<file path="src/include/tetris_macros.svh">
`ifndef TETRIS_MACROS_SVH
`define TETRIS_MACROS_SVH

// well size in cells
`define TETRIS_W 10
`define TETRIS_H 20

// rows above the well where pieces spawn
`define TETRIS_HIDDEN 2

// centre column of a new piece, window spans x-2 .. x+1
`define TETRIS_SPAWN_X 5

`define TETRIS_PREVIEW 4       // kinds shown ahead
`define TETRIS_SCORE_DIGITS 4  // bcd digits of the line count

`endif
</file>
<file path="src/verilog/tetris_piece_pkg.sv">
`include "tetris_macros.svh"

package tetris_piece_pkg;

  typedef enum logic [2:0] {
    EMPTY,
    I,
    J,
    L,
    O,
    S,
    T,
    Z
  } kind_t;

  typedef struct packed {
    kind_t      kind;
    logic [1:0] rot;
    logic [3:0] x;  // window column x-2 is the left edge
    logic [4:0] y;  // top row of the window, 0 is the top hidden row
  } piece_pos_t;

  // 22 rows of 10 cells, bit 0 is the bottom right cell
  typedef logic [`TETRIS_W*(`TETRIS_H+`TETRIS_HIDDEN)-1:0] field_mask_t;

  // [kind][rot], four rows of the 4x4 window, top row in bits 15:12
  localparam logic [15:0] SHAPE [8][4] = '{
    '{16'h0000, 16'h0000, 16'h0000, 16'h0000},  // empty
    '{16'h0F00, 16'h2222, 16'h00F0, 16'h4444},  // I
    '{16'h8E00, 16'h6440, 16'h0E20, 16'h44C0},  // J
    '{16'h2E00, 16'h4460, 16'h0E80, 16'hC440},  // L
    '{16'h6600, 16'h6600, 16'h6600, 16'h6600},  // O
    '{16'h6C00, 16'h4620, 16'h06C0, 16'h8C40},  // S
    '{16'h4E00, 16'h4640, 16'h0E40, 16'h4C40},  // T
    '{16'hC600, 16'h2640, 16'h0C60, 16'h4C80}   // Z
  };

  // legal x range per kind and rotation, empty never fits
  localparam logic [3:0] MIN_X [8][4] = '{
    '{4'd15, 4'd15, 4'd15, 4'd15},
    '{4'd2, 4'd0, 4'd2, 4'd1},
    '{4'd2, 4'd1, 4'd2, 4'd2},
    '{4'd2, 4'd1, 4'd2, 4'd2},
    '{4'd1, 4'd1, 4'd1, 4'd1},
    '{4'd2, 4'd1, 4'd2, 4'd2},
    '{4'd2, 4'd1, 4'd2, 4'd2},
    '{4'd2, 4'd1, 4'd2, 4'd2}
  };

  localparam logic [3:0] MAX_X [8][4] = '{
    '{4'd0, 4'd0, 4'd0, 4'd0},
    '{4'd8, 4'd9, 4'd8, 4'd10},
    '{4'd9, 4'd9, 4'd9, 4'd10},
    '{4'd9, 4'd9, 4'd9, 4'd10},
    '{4'd9, 4'd9, 4'd9, 4'd9},
    '{4'd9, 4'd9, 4'd9, 4'd10},
    '{4'd9, 4'd9, 4'd9, 4'd10},
    '{4'd9, 4'd9, 4'd9, 4'd10}
  };

  // lowest legal window top row
  localparam logic [4:0] MAX_Y [8][4] = '{
    '{5'd0, 5'd0, 5'd0, 5'd0},
    '{5'd20, 5'd18, 5'd19, 5'd18},
    '{5'd20, 5'd19, 5'd19, 5'd19},
    '{5'd20, 5'd19, 5'd19, 5'd19},
    '{5'd20, 5'd20, 5'd20, 5'd20},
    '{5'd20, 5'd19, 5'd19, 5'd19},
    '{5'd20, 5'd19, 5'd19, 5'd19},
    '{5'd20, 5'd19, 5'd19, 5'd19}
  };

endpackage

</file>
<file path="src/verilog/tetris_cmd_pkg.sv">
package tetris_cmd_pkg;

  // host commands sit at the bottom so NONE is zero
  typedef enum logic [4:0] {
    NONE,
    LEFT,
    RIGHT,
    ROTATE,
    ROTATE_REV,
    DOWN,
    DROP,
    HOLD,
    INIT,
    GEN,
    WAIT,
    MCHECK,
    DCHECK,
    PCHECK,
    HCHECK,
    CPREP,
    CLEAR,
    END
  } state_t;

  // what piece_move builds or commits this cycle
  typedef enum logic [3:0] {
    OP_IDLE,
    OP_CLEAR_ALL,
    OP_SPAWN,
    OP_LEFT,
    OP_RIGHT,
    OP_ROT,
    OP_ROT_REV,
    OP_DOWN,
    OP_HOLD,
    OP_COMMIT
  } piece_op_t;

endpackage

</file>
<file path="src/verilog/tetris_top.sv">
`timescale 1ns/10ps
`include "tetris_macros.svh"

module tetris_top import tetris_cmd_pkg::*, tetris_piece_pkg::*; (
  input  logic       clk,
  input  logic       reset_n,
  input  state_t     ctrl,
  input  logic [3:0] x,
  input  logic [4:0] y,
  output state_t     state,
  output logic [4*`TETRIS_SCORE_DIGITS-1:0] score,
  output kind_t      kind,
  output kind_t      hold,
  output kind_t [`TETRIS_PREVIEW-1:0] next
);

  piece_op_t   op;
  field_mask_t cur_mask;
  field_mask_t cand_mask;
  kind_t       cur_kind;
  logic        valid;
  logic        in_bounds;
  logic        overlap;
  logic        outside;
  logic        row_full;
  logic        lock;
  logic        wipe;
  logic        clr_start;
  logic        clr_step;
  logic        line_done;

  tetris_ctrl u_ctrl (
    .clk       (clk),
    .reset_n   (reset_n),
    .ctrl      (ctrl),
    .in_bounds (in_bounds),
    .overlap   (overlap),
    .outside   (outside),
    .row_full  (row_full),
    .state     (state),
    .op        (op),
    .valid     (valid),
    .lock      (lock),
    .wipe      (wipe),
    .clr_start (clr_start),
    .clr_step  (clr_step),
    .line_done (line_done)
  );

  piece_move u_piece (
    .clk       (clk),
    .reset_n   (reset_n),
    .op        (op),
    .valid     (valid),
    .cur_mask  (cur_mask),
    .cand_mask (cand_mask),
    .cur_kind  (cur_kind),
    .hold      (hold),
    .next      (next),
    .in_bounds (in_bounds),
    .outside   (outside)
  );

  board_store u_board (
    .clk       (clk),
    .reset_n   (reset_n),
    .cand_mask (cand_mask),
    .cur_mask  (cur_mask),
    .cur_kind  (cur_kind),
    .lock      (lock),
    .wipe      (wipe),
    .clr_start (clr_start),
    .clr_step  (clr_step),
    .x         (x),
    .y         (y),
    .overlap   (overlap),
    .row_full  (row_full),
    .kind      (kind)
  );

  // new game clears the count together with the well
  bcd_score u_score (
    .clk       (clk),
    .reset_n   (reset_n),
    .restart   (wipe),
    .line_done (line_done),
    .score     (score)
  );

endmodule

</file>
<file path="src/verilog/bcd_score.sv">
`timescale 1ns/10ps
`include "tetris_macros.svh"

module bcd_score (
  input  logic clk,
  input  logic reset_n,
  input  logic restart,
  input  logic line_done,
  output logic [4*`TETRIS_SCORE_DIGITS-1:0] score
);

  logic [4*`TETRIS_SCORE_DIGITS-1:0] score_inc;
  logic                              carry;

  // ripple the +1 through the digits, 9 rolls to 0
  always_comb begin
    carry = 1'b1;
    for (int d = 0; d < `TETRIS_SCORE_DIGITS; d++) begin
      if (carry && score[4*d +: 4] == 4'd9) begin
        score_inc[4*d +: 4] = 4'd0;
      end else begin
        score_inc[4*d +: 4] = score[4*d +: 4] + {3'd0, carry};
        carry = 1'b0;
      end
    end
  end

  always_ff @(posedge clk) begin
    if (reset_n || restart)
      score <= '0;
    else if (line_done)
      score <= score_inc;  // 9999 wraps to 0000
  end

endmodule

</file>
<file path="src/verilog/board_store.sv">
`timescale 1ns/10ps
`include "tetris_macros.svh"

module board_store import tetris_piece_pkg::*; (
  input  logic        clk,
  input  logic        reset_n,
  input  field_mask_t cand_mask,
  input  field_mask_t cur_mask,
  input  kind_t       cur_kind,
  input  logic        lock,
  input  logic        wipe,
  input  logic        clr_start,
  input  logic        clr_step,
  input  logic [3:0]  x,
  input  logic [4:0]  y,
  output logic        overlap,
  output logic        row_full,
  output kind_t       kind
);

  localparam int BOARD_BITS = `TETRIS_W * `TETRIS_H;

  logic [2:0][BOARD_BITS-1:0] plane;       // one plane per kind bit
  logic [2:0][BOARD_BITS-1:0] collapsed;
  logic [BOARD_BITS-1:0]      placed;
  logic [BOARD_BITS-1:0]      test_mask;   // bottom row is the row under test
  logic [BOARD_BITS-1:0]      clear_mask;  // ones from the tested row upward
  logic [7:0]                 rd_addr;
  logic                       rd_ok;

  assign placed = plane[0] | plane[1] | plane[2];
  assign overlap = |(cand_mask[BOARD_BITS-1:0] & placed);
  assign row_full = &test_mask[`TETRIS_W-1:0];

  // rows from the tested one up take the row above them
  always_comb begin
    for (int b = 0; b < 3; b++)
      collapsed[b] = (plane[b] & ~clear_mask) | ((plane[b] >> `TETRIS_W) & clear_mask);
  end

  always_ff @(posedge clk) begin
    if (reset_n || wipe) begin
      plane <= '0;
    end else if (lock) begin
      for (int b = 0; b < 3; b++)
        plane[b] <= plane[b] | (cur_mask[BOARD_BITS-1:0] & {BOARD_BITS{cur_kind[b]}});
    end else if (clr_step && row_full) begin
      plane <= collapsed;
    end
  end

  always_ff @(posedge clk) begin
    if (clr_start) begin
      test_mask <= placed;
      clear_mask <= '1;
    end else if (clr_step) begin
      test_mask <= test_mask >> `TETRIS_W;
      clear_mask <= clear_mask << `TETRIS_W;
    end
  end

  // y=0 is the top visible row, x=0 the left column
  assign rd_ok = (x < 4'(`TETRIS_W)) && (y < 5'(`TETRIS_H));
  assign rd_addr = 8'((`TETRIS_H - 1 - y) * `TETRIS_W + (`TETRIS_W - 1 - x));

  always_ff @(posedge clk) begin
    if (!rd_ok)
      kind <= EMPTY;
    else if (cur_mask[rd_addr])
      kind <= cur_kind;  // falling piece drawn over the well
    else
      kind <= kind_t'({plane[2][rd_addr], plane[1][rd_addr], plane[0][rd_addr]});
  end

endmodule

</file>
<file path="src/verilog/piece_move.sv">
`timescale 1ns/10ps
`include "tetris_macros.svh"

module piece_move import tetris_cmd_pkg::*, tetris_piece_pkg::*; (
  input  logic        clk,
  input  logic        reset_n,
  input  piece_op_t   op,
  input  logic        valid,
  output field_mask_t cur_mask,
  output field_mask_t cand_mask,
  output kind_t       cur_kind,
  output kind_t       hold,
  output kind_t [`TETRIS_PREVIEW-1:0] next,
  output logic        in_bounds,
  output logic        outside
);

  localparam int FIELD_BITS = $bits(field_mask_t);

  piece_pos_t  cur;
  piece_pos_t  cand;
  piece_pos_t  cand_nx;
  piece_pos_t  spawn_pos;
  field_mask_t shift_mask;
  field_mask_t table_mask;
  kind_t       swap_kind;
  logic        cand_hold;  // candidate came out of the hold slot

  function automatic kind_t kind_after(kind_t k);
    return (k == Z) ? I : kind_t'(k + 3'd1);
  endfunction

  // window drawn at x=2, y=0, then moved into place
  function automatic field_mask_t place(piece_pos_t p);
    field_mask_t m;
    logic [15:0] s;
    m = '0;
    s = SHAPE[p.kind][p.rot];
    for (int r = 0; r < 4; r++)
      m[FIELD_BITS-1-`TETRIS_W*r -: 4] = s[15-4*r -: 4];
    if (p.x >= 4'd2)
      m = m >> (p.x - 4'd2);
    else
      m = m << (4'd2 - p.x);
    return m >> (`TETRIS_W * p.y);
  endfunction

  assign cur_kind = cur.kind;
  assign swap_kind = (hold == EMPTY) ? kind_after(cur.kind) : hold;  // empty slot takes the next kind
  assign spawn_pos = '{kind: kind_after(cur.kind), rot: 2'd0, x: 4'(`TETRIS_SPAWN_X), y: 5'd0};

  always_comb begin
    cand_nx = cur;
    shift_mask = cur_mask;
    case (op)
      OP_LEFT: begin
        cand_nx.x = cur.x - 4'd1;
        shift_mask = cur_mask << 1;
      end
      OP_RIGHT: begin
        cand_nx.x = cur.x + 4'd1;
        shift_mask = cur_mask >> 1;
      end
      OP_DOWN: begin
        cand_nx.y = cur.y + 5'd1;
        shift_mask = cur_mask >> `TETRIS_W;
      end
      OP_ROT:     cand_nx.rot = cur.rot + 2'd1;
      OP_ROT_REV: cand_nx.rot = cur.rot - 2'd1;
      OP_HOLD: begin
        cand_nx.kind = swap_kind;
        cand_nx.rot = 2'd0;
      end
      default: ;
    endcase
  end

  assign table_mask = place(cand_nx);

  always_ff @(posedge clk) begin
    if (op inside {OP_LEFT, OP_RIGHT, OP_ROT, OP_ROT_REV, OP_DOWN, OP_HOLD}) begin
      cand <= cand_nx;
      cand_hold <= (op == OP_HOLD);
      if (op inside {OP_ROT, OP_ROT_REV, OP_HOLD})
        cand_mask <= table_mask;
      else
        cand_mask <= shift_mask;
    end
  end

  always_ff @(posedge clk) begin
    if (reset_n) begin
      cur <= '0;
      cur_mask <= '0;
      hold <= EMPTY;
    end else begin
      case (op)
        OP_CLEAR_ALL: begin
          cur <= '0;
          cur_mask <= '0;
          hold <= EMPTY;
        end
        OP_SPAWN: begin
          cur <= spawn_pos;
          cur_mask <= place(spawn_pos);
        end
        OP_COMMIT: begin
          if (valid) begin
            cur <= cand;
            cur_mask <= cand_mask;
            if (cand_hold)
              hold <= cur.kind;
          end
        end
        default: ;
      endcase
    end
  end

  assign in_bounds = MIN_X[cand.kind][cand.rot] <= cand.x &&
                     cand.x <= MAX_X[cand.kind][cand.rot] &&
                     cand.y <= MAX_Y[cand.kind][cand.rot];
  assign outside = |cur_mask[FIELD_BITS-1 -: `TETRIS_W*`TETRIS_HIDDEN];

  always_comb begin
    next[0] = kind_after(cur.kind);
    for (int i = 1; i < `TETRIS_PREVIEW; i++)
      next[i] = kind_after(next[i-1]);
  end

endmodule

</file>
<file path="src/verilog/tetris_ctrl.sv">
`timescale 1ns/10ps
`include "tetris_macros.svh"

module tetris_ctrl import tetris_cmd_pkg::*; (
  input  logic      clk,
  input  logic      reset_n,
  input  state_t    ctrl,
  input  logic      in_bounds,
  input  logic      overlap,
  input  logic      outside,
  input  logic      row_full,
  output state_t    state,
  output piece_op_t op,
  output logic      valid,
  output logic      lock,
  output logic      wipe,
  output logic      clr_start,
  output logic      clr_step,
  output logic      line_done
);

  state_t     next_state;
  logic [4:0] row_cnt;    // row under test in the clear scan
  logic       scan_last;
  logic       restart;    // a command in END already asked for the next game

  assign valid = in_bounds && !overlap;
  assign scan_last = (row_cnt == 5'(`TETRIS_H - 1));

  always_comb begin
    next_state = state;
    case (state)
      INIT:
        if (ctrl != NONE || restart)
          next_state = GEN;
      GEN:
        next_state = WAIT;
      WAIT:
        if (ctrl inside {LEFT, RIGHT, ROTATE, ROTATE_REV, DOWN, DROP, HOLD})
          next_state = ctrl;
      LEFT, RIGHT, ROTATE, ROTATE_REV:
        next_state = MCHECK;
      DOWN:
        next_state = DCHECK;
      DROP:
        next_state = PCHECK;
      HOLD:
        next_state = HCHECK;
      MCHECK, HCHECK:
        next_state = WAIT;
      DCHECK, PCHECK: begin
        if (valid)
          next_state = (state == PCHECK) ? DROP : WAIT;  // hard drop keeps falling
        else if (outside)
          next_state = END;
        else
          next_state = CPREP;
      end
      CPREP:
        next_state = CLEAR;
      CLEAR: begin
        if (row_full)
          next_state = CPREP;  // rescan from the bottom after a collapse
        else if (scan_last)
          next_state = GEN;
      end
      END:
        if (ctrl != NONE)
          next_state = INIT;
      default:
        next_state = INIT;
    endcase
  end

  always_ff @(posedge clk) begin
    if (reset_n) begin
      state <= INIT;
      row_cnt <= '0;
      restart <= 1'b0;
    end else begin
      state <= next_state;
      if (state == CPREP)
        row_cnt <= '0;
      else if (state == CLEAR)
        row_cnt <= row_cnt + 5'd1;
      if (state == END)
        restart <= (ctrl != NONE);
      else if (state == GEN)
        restart <= 1'b0;
    end
  end

  always_comb begin
    case (state)
      INIT:                        op = OP_CLEAR_ALL;
      GEN:                         op = OP_SPAWN;
      LEFT:                        op = OP_LEFT;
      RIGHT:                       op = OP_RIGHT;
      ROTATE:                      op = OP_ROT;
      ROTATE_REV:                  op = OP_ROT_REV;
      DOWN, DROP:                  op = OP_DOWN;
      HOLD:                        op = OP_HOLD;
      MCHECK, DCHECK, PCHECK, HCHECK: op = OP_COMMIT;
      default:                     op = OP_IDLE;
    endcase
  end

  // a blocked fall inside the well locks the piece
  assign lock = (state == DCHECK || state == PCHECK) && !valid && !outside;
  assign wipe = (state == INIT);
  assign clr_start = (state == CPREP);
  assign clr_step = (state == CLEAR);
  assign line_done = (state == CLEAR) && row_full;

endmodule

</file>
<file path="config.mk">
export PLATFORM = sky130hd
export DESIGN_NAME = tetris_top
export DESIGN_NICKNAME = d
export VERILOG_FILES = /design/src/verilog/tetris_piece_pkg.sv /design/src/verilog/tetris_cmd_pkg.sv /design/src/verilog/tetris_top.sv /design/src/verilog/bcd_score.sv /design/src/verilog/board_store.sv /design/src/verilog/piece_move.sv /design/src/verilog/tetris_ctrl.sv
export VERILOG_INCLUDE_DIRS = /design/src /design/src/include
export SDC_FILE = /design/constraint.sdc
export NUM_CORES = 2
export LEC_CHECK = 0
export ABC_AREA = 1
export BUFFER_PORTS_ARGS = -buffer_cell sky130_fd_sc_hd__buf_2
export CAP_MARGIN = 15
export CELL_PAD_IN_SITES_DETAIL_PLACEMENT = 0
export CELL_PAD_IN_SITES_GLOBAL_PLACEMENT = 1
export CORE_UTILIZATION = 30
export DETAILED_ROUTE_END_ITERATION = 10
export PLACE_DENSITY_LB_ADDON = 0.08
export SYNTH_ARGS = -nofsm -noshare
export SYNTH_HDL_FRONTEND = slang
export SYNTH_HIERARCHICAL = 1
export SYNTH_SLANG_ARGS = --single-unit
</file>
<file path="constraint.sdc">
create_clock -name clk -period 7.6 [get_ports clk]
set_input_delay 1.52 -clock clk [delete_from_list [all_inputs] [get_ports clk]]
set_output_delay 1.52 -clock clk [all_outputs]
set_load 0.05 [all_outputs]
</file>
==> results.tsv <==
stage	metric	value	unit
routing	routedWlPerCell	31.6	um
placed_design	place_area	0.0807	mm2
floorplanning	die_h	511	um
critical_path	cp_slowest_stage_delay	650	ps
routing	met2_length	195000	um
logic_synthesis	ys_seq_area_frac	0.398	
finish	final_nets	10800	
clocking	clockRootBuffer	clkbuf_16	
finish	final_area	0.0865	mm2
routing	vias	83700	
floorplanning	core-area	0.257	mm2
routing	dr.pass1.iters	6	
routing	maxUsedRoutingLayer	met5	
sta	setup_slack	728	ps
sta	setup_tns	0	ps
clocking	cts_tree	built	
placed_design	dp_slack	810	ps
pwr	cellPowerDensity	409	mW/mm2
routing	wl_met3	36100	um
finish	fin_util	0.336	
sta	rsz0062_at_grt	false	
logic_synthesis	synth_fp_nets	11200	
finish	n_fill_cell	28000	
pwr	vdd_drop_max	518	uV
sta	finClkSkew	44.7	ps
logic_synthesis	synth_area	0.0776	mm2
clocking	cts_hold_buffers	0	
clocking	cts_sinks	1326	
placed_design	port_buffers	54	
grt	grt_use_total	0.332	
pwr	power.static_leakage	0.0330	uW
clocking	cts.clk_slew.worst_paths	60	ps
routing	vias_per_cell	5.87	
grt	grt_max_degree	182	
clocking	cts_buffers	168	
logic_synthesis	synth_cell_type_count	65	
logic_synthesis	ys_ff_latch	1326	
critical_path	crit_fanout	62	
critical_path	worst_ep_arrival_time	7510	ps
critical_path	path_cells	nor2_1, nor2_2, nand2_8, fa_1, nand2_1, o21ai_2, inv_1, ha_1, xor2_4, inv_2, nand2_2, inv_2, nand2_1, o21ai_1, o21ai_0, nand2_1, o21ai_1, nand2_1, nand2_1, nand2_1, nand3_1, o21ai_0	
clocking	clk_path_buf_depth	3	
critical_path	cp-end-kind	register	
sta	tightest_slew	1240	ps
routing	drc	0	
sta	slew_headroom	0.168	
logic_synthesis	yosys_most_used_dff	dfxtp_1	
clocking	htreeDepth	4	
routing	first_iter_violations	10900	
routing	wl	450000	um
critical_path	crit_type	reg2reg	
sta	period_share	0.904	
worst_hold_path	min_path_type	reg2reg	
placed_design	hpwl	331000	um
grt	grt_pass1_vias	77100	
sta	final_hold_viol_count	0	
pwr	power	35400	uW
run	max-cap-violations	0	
critical_path	crit_slowest_cell	fa_1	
outcome	outcome	finished clean	
routing	postRouteAntennaNets	0	
logic_synthesis	synth_edf_count	435	
critical_path	crit_top_cell	nand2_1	
critical_path	cp_data_required_time	8240	ps
routing	wl_met1	202000	um
clocking	cts_setup_buffers	0	
placed_design	place.gp.congestion	0.972	
floorplanning	num_io_pins	55	
logic_synthesis	yosysWarnings	6	
floorplanning	dieArea	0.261	mm2
clocking	insertion_delay	880	ps
floorplanning	rows	186	
finish	drive_gt1_frac	0.0615	
logic_synthesis	avgSynthCellArea	6.97	um2
floorplanning	start_util	0.302	
critical_path	critPathLaunchType	register	
logic_synthesis	async_flop_share	0	
sta	setup_viol	0	
grt	grt_overflow_total	0	
sta	min_period	6870	ps
logic_synthesis	synth_cells	11100	
sta	final_max_slew_viol_count	0	
sta	max_freq	0.146	GHz
finish	synthToLayoutAreaGrowth	11.5	%
clocking	cts_resized	0	
grt	antenna_found_initial	39	
floorplanning	die_x	511	um
grt	grt_pass1_wl	624000	um
==> cells in the final DEF (no fill, tap or decap), drive strengths merged, types with 135 or more instances in the layout <==
master,synthesis,final
nand2,2175,2175
o21ai,1676,1676
inv,1262,1268
nand3,1193,1193
a21oi,1186,1186
dfxtp,891,891
edfxtp,435,435
nor2,325,325
a211oi,257,257
clkbuf,590,249
o22ai,236,236
buf,246,233
o211ai,135,135
==> worst paths after layout <==
kind	start	to	slack, ps	cells after the start
worst min register to register	u_board/clear_mask[9]	u_board/clear_mask[9]	450	2
worst max-delay path	u_ctrl/state[4]	u_piece/cand_mask[170]	730	22
worst max register to register	u_ctrl/state[4]	u_piece/cand_mask[170]	730	22
worst min-delay path	u_board/clear_mask[9]	u_board/clear_mask[9]	450	2
==> layout make-up <==
| cell class | instances | area [um2] | area share |
|---|---|---|---|
| multi-input cells | 7714 | 38800 | 0.449 |
| flip-flops and latches | 1326 | 30900 | 0.357 |
| inverters | 1267 | 4810 | 0.0556 |
| clock buffers | 249 | 4800 | 0.0555 |
| well taps | 3384 | 4230 | 0.0489 |
| repair buffers | 233 | 2090 | 0.0242 |
| clock inverters | 67 | 851 | 0.00983 |
| diodes | 10 | 25.0 | 0.000289 |
==> synthesized netlist by cell type (7+ instances only) <==
master / number / area [um2]
nand3_2: 8 / 80.1
o31ai_1: 14 / 105
nor2_1: 289 / 1080
o21ai_0: 1610 / 8060
dfxtp_1: 891 / 17800
buf_1: 86 / 323
buf_4: 14 / 105
nand3_1: 1183 / 5920
nor4_1: 7 / 43.8
inv_2: 38 / 143
nor3_1: 124 / 621
a221oi_1: 50 / 438
buf_2: 140 / 701
clkbuf_1: 590 / 2210
nand2_4: 8 / 90.1
xor2_1: 7 / 61.3
a21oi_1: 1183 / 5920
nand4_1: 87 / 544
ha_1: 65 / 813
inv_1: 1223 / 4590
o221ai_1: 11 / 96.3
a311oi_1: 7 / 61.3
nand2_2: 32 / 200
a211oi_1: 257 / 1930
nor2_2: 15 / 93.8
o211ai_1: 135 / 1010
o21ai_1: 65 / 325
edfxtp_1: 435 / 13100
a22o_1: 22 / 193
nand2_1: 2135 / 8010
nor2_4: 19 / 214
a31oi_1: 77 / 482
o22ai_1: 236 / 1480
==> layer usage <==
layer,vias to the layer above,GRT usage
li1,37600,-
met1,41600,0.472
met2,3981,0.505
met3,575,0.0534
met4,16,0.114
met5,-,0
==> worst max-delay path: cells and delay by family, from the launching register on <==
| family | cells | cell delay [ps] |
|---|---|---|
| AO/OA/AOI/OAI | 5 | 1290 |
| XOR/XNOR | 1 | 250 |
| adder cells (fa/ha/maj) | 2 | 950 |
| buffers and inverters | 3 | 1070 |
| flip-flops | 1 | 550 |
| AND/OR/NAND/NOR | 11 | 2460 |
==> metrics by stage <==
| step | hold slack, ps | std cells |
|---|---|---|
| after floorplan | 419 | 11100 |
| after global routing | 504 | 14200 |
| final | 453 | 14300 |
| after CTS | 449 | 14200 |
| after global placement | 433 | 13900 |
| after detailed placement | 435 | 13900 |
==> power breakdown <==
part | total [uW] | switching, uW | internal (uW)
Sequential | 10100 | 1400 | 8730
Clock | 8440 | 3540 | 4900
Combinational | 16900 | 13100 | 3760
==> kinds of logic (layout without fill, tap and decap cells) <==
| group | Yosys count | after routing | share of synthesized area |
|---|---|---|---|
| XOR/XNOR | 15 | 15 | 0.00213 |
| adder cells (fa/ha/maj) | 69 | 69 | 0.0115 |
| AO/OA/AOI/OAI | 3701 | 3701 | 0.263 |
| AND/OR/NAND/NOR | 3929 | 3929 | 0.221 |
| buffers and inverters | 2103 | 1816 | 0.105 |
| flip-flops | 1326 | 1326 | 0.398 |
| other | 0 | 10 | 0 |
No activity file was read; power rests on OpenSTA's default activity.
